`config.mk`:
```
export PLATFORM = sky130hd
export DESIGN_NAME = l2_ctrl
export DESIGN_NICKNAME = d
export VERILOG_FILES = /design/src/common/l2_cache_pkg.sv /design/src/common/l2_bus_pkg.sv /design/src/l2_cache/l2_ctrl.sv
export SDC_FILE = /design/constraint.sdc
export NUM_CORES = 1
export LEC_CHECK = 0
export BUFFER_PORTS_ARGS = -buffer_cell sky130_fd_sc_hd__buf_2
export CORE_AREA = 2 2 39 41
export CTS_CLUSTER_DIAMETER = 150
export CTS_CLUSTER_SIZE = 40
export DETAILED_ROUTE_END_ITERATION = 8
export DIE_AREA = 0 0 41 43
export PLACE_DENSITY = 0.62
export SETUP_SLACK_MARGIN = 0.3
export SYNTH_ARGS = -nofsm -noshare
export SYNTH_HDL_FRONTEND = slang
export SYNTH_SLANG_ARGS = --single-unit
```
`constraint.sdc`:
```
create_clock -name clk -period 1.4 [get_ports clk]
set_input_delay 0.21 -clock clk [delete_from_list [all_inputs] [get_ports clk]]
set_output_delay 0.21 -clock clk [all_outputs]
set_load 0.02 [all_outputs]
```
`src/common/l2_cache_pkg.sv`:
```
`default_nettype none

package l2_cache_pkg;

	////////////////////
	// cache organisation
	////////////////////

	// byte offset inside a 16-byte line
	localparam int OFFSET_W = 4;

	// byte address from either L1 or the tag port
	typedef logic [31:0] addr_t;

	// one full cache line
	typedef logic [127:0] line_t;

	////////////////////
	// tag register image
	////////////////////

	// valid and dirty on top, tag right-aligned, zero in between
	typedef logic [31:0] tag_lo_t;

	localparam int TAG_LO_VALID = 31;
	localparam int TAG_LO_DIRTY = 30;

endpackage

`default_nettype wire

```
`src/common/l2_bus_pkg.sv`:
```
`default_nettype none

package l2_bus_pkg;

	// which requester owns the current transaction
	typedef logic [1:0] src_t;

	localparam src_t SRC_NONE = 2'd0;
	localparam src_t SRC_D    = 2'd1;
	localparam src_t SRC_I    = 2'd2;
	localparam src_t SRC_OP   = 2'd3;

	////////////////////
	// requester buses
	////////////////////

	typedef struct packed {
		logic                rd;
		logic                wr;
		l2_cache_pkg::addr_t addr;
		l2_cache_pkg::line_t wdata;
	} d_req_t;

	typedef struct packed {
		logic                rd;
		l2_cache_pkg::addr_t addr;
	} i_req_t;

	// index load tag / index store tag
	typedef struct packed {
		logic                  ld_tag;
		logic                  st_tag;
		l2_cache_pkg::addr_t   index;
		l2_cache_pkg::tag_lo_t tag_lo;
	} op_req_t;

	typedef struct packed {
		logic                rd;
		logic                wr;
		l2_cache_pkg::addr_t addr;
		l2_cache_pkg::line_t wdata;
	} mem_req_t;

	// controller to datapath
	typedef struct packed {
		src_t src;
		logic tag_we;
		logic valid_val;
		logic dirty_val;
		logic data_we;
		logic data_from_d;
		logic fwd_mem;
		logic mem_victim;
	} dp_sel_t;

endpackage

`default_nettype wire

```
`src/l2_cache/l2_ctrl.sv`:
```
`timescale 1ns/1ns
`default_nettype none

module l2_ctrl (
	input  logic                clk,
	input  logic                i_arst_n,
	input  l2_bus_pkg::src_t    i_src,
	input  logic                i_d_wr,
	input  logic                i_hit,
	input  logic                i_valid,
	input  logic                i_dirty,
	input  logic                i_mem_ready,
	output logic                o_capture,
	output l2_bus_pkg::dp_sel_t o_sel,
	output logic                o_mem_rd,
	output logic                o_mem_wr,
	output logic                o_ready_d,
	output logic                o_ready_i,
	output logic                o_ready_op,
	output logic                o_tag_w
);

	typedef enum logic [2:0] {
		IDLE,
		LOOKUP,
		COMPARE,
		WRITEBACK,
		REFILL,
		RESPOND,
		DONE
	} state_t;

	state_t state;
	state_t state_nxt;
	logic   is_op;
	logic   finish;

	assign is_op = (i_src == l2_bus_pkg::SRC_OP);

	always_ff @(posedge clk or negedge i_arst_n) begin
		if (!i_arst_n) begin
			state <= IDLE;
		end else begin
			state <= state_nxt;
		end
	end

	////////////////////
	// next state
	////////////////////

	always_comb begin
		state_nxt = state;
		case (state)
			IDLE: begin
				if (i_src != l2_bus_pkg::SRC_NONE) begin
					state_nxt = LOOKUP;
				end
			end
			// arrays read the latched index
			LOOKUP: state_nxt = COMPARE;
			COMPARE: begin
				if (is_op || i_hit) begin
					state_nxt = RESPOND;
				end else if (i_valid && i_dirty) begin
					state_nxt = WRITEBACK;
				end else begin
					state_nxt = REFILL;
				end
			end
			WRITEBACK: begin
				if (i_mem_ready) begin
					state_nxt = REFILL;
				end
			end
			REFILL: begin
				if (i_mem_ready) begin
					state_nxt = DONE;
				end
			end
			RESPOND: state_nxt = DONE;
			// one spare cycle so a held level is dropped
			DONE: state_nxt = IDLE;
			default: state_nxt = IDLE;
		endcase
	end

	////////////////////
	// strobes
	////////////////////

	// ready goes out on a hit / tag op, or with the refill data
	assign finish = (state == RESPOND) || (state == REFILL && i_mem_ready);

	assign o_capture  = (state == IDLE);
	assign o_mem_rd   = (state == REFILL);
	assign o_mem_wr   = (state == WRITEBACK);
	assign o_ready_d  = finish && (i_src == l2_bus_pkg::SRC_D);
	assign o_ready_i  = finish && (i_src == l2_bus_pkg::SRC_I);
	assign o_ready_op = finish && is_op;

	// load tag hands the image to the tag register
	assign o_tag_w = (state == RESPOND) && is_op && !i_d_wr;

	always_comb begin
		o_sel            = '0;
		o_sel.src        = i_src;
		o_sel.mem_victim = (state == WRITEBACK);
		if (state == RESPOND && i_d_wr) begin
			// store tag or dcache write hit
			o_sel.tag_we      = 1'b1;
			o_sel.valid_val   = 1'b1;
			o_sel.dirty_val   = 1'b1;
			o_sel.data_we     = !is_op;
			o_sel.data_from_d = 1'b1;
		end else if (state == REFILL && i_mem_ready) begin
			// write miss keeps the dcache line, read miss takes memory
			o_sel.tag_we      = 1'b1;
			o_sel.valid_val   = 1'b1;
			o_sel.dirty_val   = i_d_wr;
			o_sel.data_we     = 1'b1;
			o_sel.data_from_d = i_d_wr;
			o_sel.fwd_mem     = 1'b1;
		end
	end

endmodule

`default_nettype wire

```
## After elaboration in Yosys (flattened, before gate mapping)

Cells that the tools add are included.
Widths: inputs -> output; s select.

- Word-level logic and storage cells: 36
- Output and inout bits: 16
- Input bits: 9
- Register bits: 3

- Reduce and logical (&&, ||, !) cells: 15
- Eq/ne operators: 11
- Mux-type cells: 9

Operators by type and width:

| operator | number |
|---|---|
| $pmux 3 s6 | 1 |
| $mux 3 | 5 |
| $logic_and 1x1->1 | 8 |
| $eq 3x2->1 const B | 2 |
| $eq 3x3->1 const B | 2 |
| $mux 6 | 1 |
| $mux 5 | 1 |
| $eq 2x2->1 const B | 2 |
| $ne 2x2->1 const B | 2 |
| $eq 3x1->1 const B | 1 |
| $logic_not 3->1 | 1 |
| $reduce_and 3->1 | 1 |
| $eq 2x1->1 const B | 1 |
| $logic_not 1->1 | 2 |
| $logic_or 1x1->1 | 2 |
| $ne 2x1->1 const B | 1 |
| $reduce_bool 2->1 | 1 |
| $mux 1 | 1 |

## Depth between registers and ports, before layout

- Depth in word-level cells: 4
- Mapped depth: 5
- Depth with buffers taken out: 4

## Worst setup path before layout

Ideal clock, no wire load.

- Kind: reg2out
- From: register state[1]
- To: output o_tag_w
- Required time: 1.190 ns
- Arrival: 1.510 ns
- Path slack: -0.320 ns
- Path buffers: 0
- Stages on the path, launching flop included: 3
- Path through: dfrtp_1 or2b_1 nor4b_1

- Cells in the longest elaborated chain, start to end: 3

RTL lines:

| element | line | source |
|---|---|---|
| from (decl) | l2_ctrl.sv:33 | `state_t state;` |
| from (signal assigned) | l2_ctrl.sv:44 | `state <= state_nxt;` |
| $eq 3x3->1 | l2_ctrl.sv:103 | `assign o_tag_w = (state == RESPOND) && is_op && !i_d_wr;` |
| $logic_and 1x1->1 (2 in a row) | l2_ctrl.sv:103 |  |
| to (decl) | l2_ctrl.sv:20 | `output logic o_tag_w` |

No other way between the ends.

==> metrics.csv <==
metric,value,unit
Final GP Congestion,0.740,
Clock Sinks,3,
critical path capture point,o_sel[6],
net count after synthesis,52,
H-tree depth,1,
critical register-to-register path startpoint,state[2],
DRC violation count after routing,0,
status,finished with violations,
achievable clock frequency,0.600,GHz
largest registers,state x3,
Rows,14,
io pins,25,
largest vdd supply drop,840,µV
power density over the cells,2030,mW/mm²
setup slack after placement,-0.0398,ns
endpoint of the worst-slack reg-to-reg timing path,state[1],
worst relative slew slack,81.1,%
slowest cell on the critical path,sky130_fd_sc_hd__dfrtp_1,
final routed wirelength across all metal layers,1320,µm
gate family responsible for the most delay along the worst path,buffers and inverters,
insertion delay of the later-clocked pin in the worst-skew pair,0.24,ns
final worst path period need,1.67,ns
leading area contributor after synthesis,sky130_fd_sc_hd__dfrtp_1,
Final setup violation count,17,
violations in the final reports,negative setup slack,
detailed-route wire length on metal 1,497,µm
dominant cell type by count on the critical path,sky130_fd_sc_hd__buf_6,
area of the core,0.00138,mm²
diodes inserted,0,
area overhead of the layout relative to synthesis,132,%
Synth Instances,43,
CP Class,reg2out,
global-route wire length before repair,1640,µm
cell chain of the critical path,"or2b_4, buf_4, buf_6, a21oi_4, buf_6",
root buffer cell,sky130_fd_sc_hd__clkbuf_4,
largest cells by area after synthesis,"sky130_fd_sc_hd__dfrtp_1, sky130_fd_sc_hd__buf_4, sky130_fd_sc_hd__nor2_1, sky130_fd_sc_hd__a21oi_1, sky130_fd_sc_hd__nand2_1",
maxcap violations,0,
static power due to leakage,0.351,nW
DRC marker count from the first detailed-route iteration,10,
CP max FO,5,
critical path startpoint category,register,
largest stage delay on the critical path,0.37,ns
fraction of post-synthesis cell area in the top cell type by area,22.7,%
CP Launch Point,state[2],
Die Span Y,43,µm
total power,1.56,mW
highest routed metal layer,met4,
CP Data Arrival Time,1.46,ns
final-layout fill cell count,129,
routed wire length on met2,713,µm
sequential element share of the synthesized area,22.7,%
synth warn,0,
Congestion Overflow GR,0,
number of synthesized register bits,3,
overall track demand over capacity in global routing,14.0,%
clock buffer depth,2,
via count of the first global-routing pass,390,
"leading cell types in the layout, fill and taps excluded","sky130_fd_sc_hd__buf_6, sky130_fd_sc_hd__buf_4, sky130_fd_sc_hd__buf_2",
starting density of the core,23.9,%
Via Count,462,
register name with the most flops,state,
total negative slack for setup checks,-3.29,ns
share of final-layout standard cells stronger than drive strength 1,75.0,%
buffer and inverter count on the worst path,3,
via/cell ratio,4.81,
detailed-placement wirelength estimate,698,µm
average instance area after synthesis,7.68,µm²
post-detailed-route wirelength per cell,13.7,µm
Num CTS Buffers,3,
CTS tree,yes,
cell area after synthesis,330,µm²
max-slew violation count,0,
"Distinct cells, synth",24,
worst clock skew,0.00608,ns
"flip-flop count of the largest register, all copies and words added",3,
count of cells along the worst register-to-register path,8,
DIE AREA,0.00176,mm²
minimum setup slack among reg-to-reg paths,-0.24,ns
maximum number of pins on one net before global-route repair,8,
slew of the pin with the lowest slew margin,0.280,ns
met3 routed WL,71,µm
Port-buffer cells,24,
required arrival time at the worst endpoint,1.19,ns
kind of path behind the tightest hold check,in2async,
RSZ-0062 raised after global routing,true,
antenna violations before repair,0,
width of the die,41,µm
nature of the critical path endpoint,output pin,
Stages on worst setup path,5,
final setup margin,-0.267,ns
count of endpoints failing hold in the final timing report,0,
Final Net Count,90,
"Reg clk slew, reported paths",0.04,ns
Routed Antenna Nets,0,
Pre-antenna DRT Iters,4,
fraction of the cycle the final worst path needs,119,%
-- how the worst min path moves through the flow --
stage,slack [ns],endpoint,from,cells past startpoint
2_1_floorplan,-0.09,state[0],i_arst_n,0
5_1_grt,0.31,state[2],i_arst_n,2
4_1_cts,0.31,state[2],i_arst_n,2
3_5_place_dp,0.006,state[1],i_arst_n,1
6_report,0.29,state[2],i_arst_n,2
3_3_place_gp,0.009,state[0],i_arst_n,1
-- power by group --
part	internal [mW]	switching, mW	leakage, nW	total (mW)
logic	0.645	0.587	0.300	1.23
registers	0.134	0.0300	0.0358	0.164
clock network	0.107	0.0549	0.0150	0.162
-- stage by stage --
stage / instances / area [µm²] / util, % / hold slack [ns]
final: 96 / 767 / 55.4 / 0.291
after global routing: 96 / 767 / 55.4 / 0.312
after CTS: 92 / 671 / 48.5 / 0.308
after detailed placement: 82 / 518 / 37.4 / 0.00632
after global placement: 82 / 518 / 37.4 / 0.00888
after floorplan: 43 / 395 / - / -0.0856
-- layer usage --
layer  GRT usage (%)  up-vias
met4            12.0        0
li1                -      224
met1            16.1      213
met3            1.57        5
met5               0        -
met2            21.3       20
-- kinds of logic (layout without fill, tap and decap cells) --
group                  count (synthesis)  in the layout  synth area share [%]
flip-flops                             3              3                  22.7
buffers and inverters                  7             44                  13.6
AND/OR/NAND/NOR                       25             25                  45.5
AO/OA/AOI/OAI                          8              8                  18.2
-- synthesized netlist by cell type --
cell                        n
sky130_fd_sc_hd__clkbuf_1   1
sky130_fd_sc_hd__dfrtp_1    3
sky130_fd_sc_hd__nor4b_1    1
sky130_fd_sc_hd__o41ai_1    1
sky130_fd_sc_hd__inv_1      1
sky130_fd_sc_hd__or3_1      1
sky130_fd_sc_hd__or2b_1     2
sky130_fd_sc_hd__o31ai_1    1
sky130_fd_sc_hd__a211oi_2   1
sky130_fd_sc_hd__nand3_1    2
sky130_fd_sc_hd__nand2_1    4
sky130_fd_sc_hd__nor2_1     6
sky130_fd_sc_hd__nor3_1     1
sky130_fd_sc_hd__and2b_1    1
sky130_fd_sc_hd__and4_1     1
sky130_fd_sc_hd__a31o_1     1
sky130_fd_sc_hd__o21bai_1   1
sky130_fd_sc_hd__nor3b_1    2
sky130_fd_sc_hd__and3b_2    1
sky130_fd_sc_hd__nand2b_1   1
sky130_fd_sc_hd__nand4bb_1  1
sky130_fd_sc_hd__buf_4      5
sky130_fd_sc_hd__or3b_2     1
sky130_fd_sc_hd__a21oi_1    3
-- timing repair --
item,in CTS,in global routing
hold buffers,1,0
buffers inserted,5,4
endpoints found under the hold margin,3,0
gates resized for setup,25,16
setup endpoints to repair,17,17
pin swaps,9,6
-- final cells by class --
type	count	area [µm²]	share of cell area (%)
Clock buffer	4	26.3	3.43
Inverter	1	3.75	0.489
Multi-Input combinational cell	33	318	41.4
Sequential cell	3	76.3	9.95
Tap cell	16	20.0	2.61
Timing Repair Buffer	39	323	42.1
Note: power is estimated with default switching activity, not from simulation.
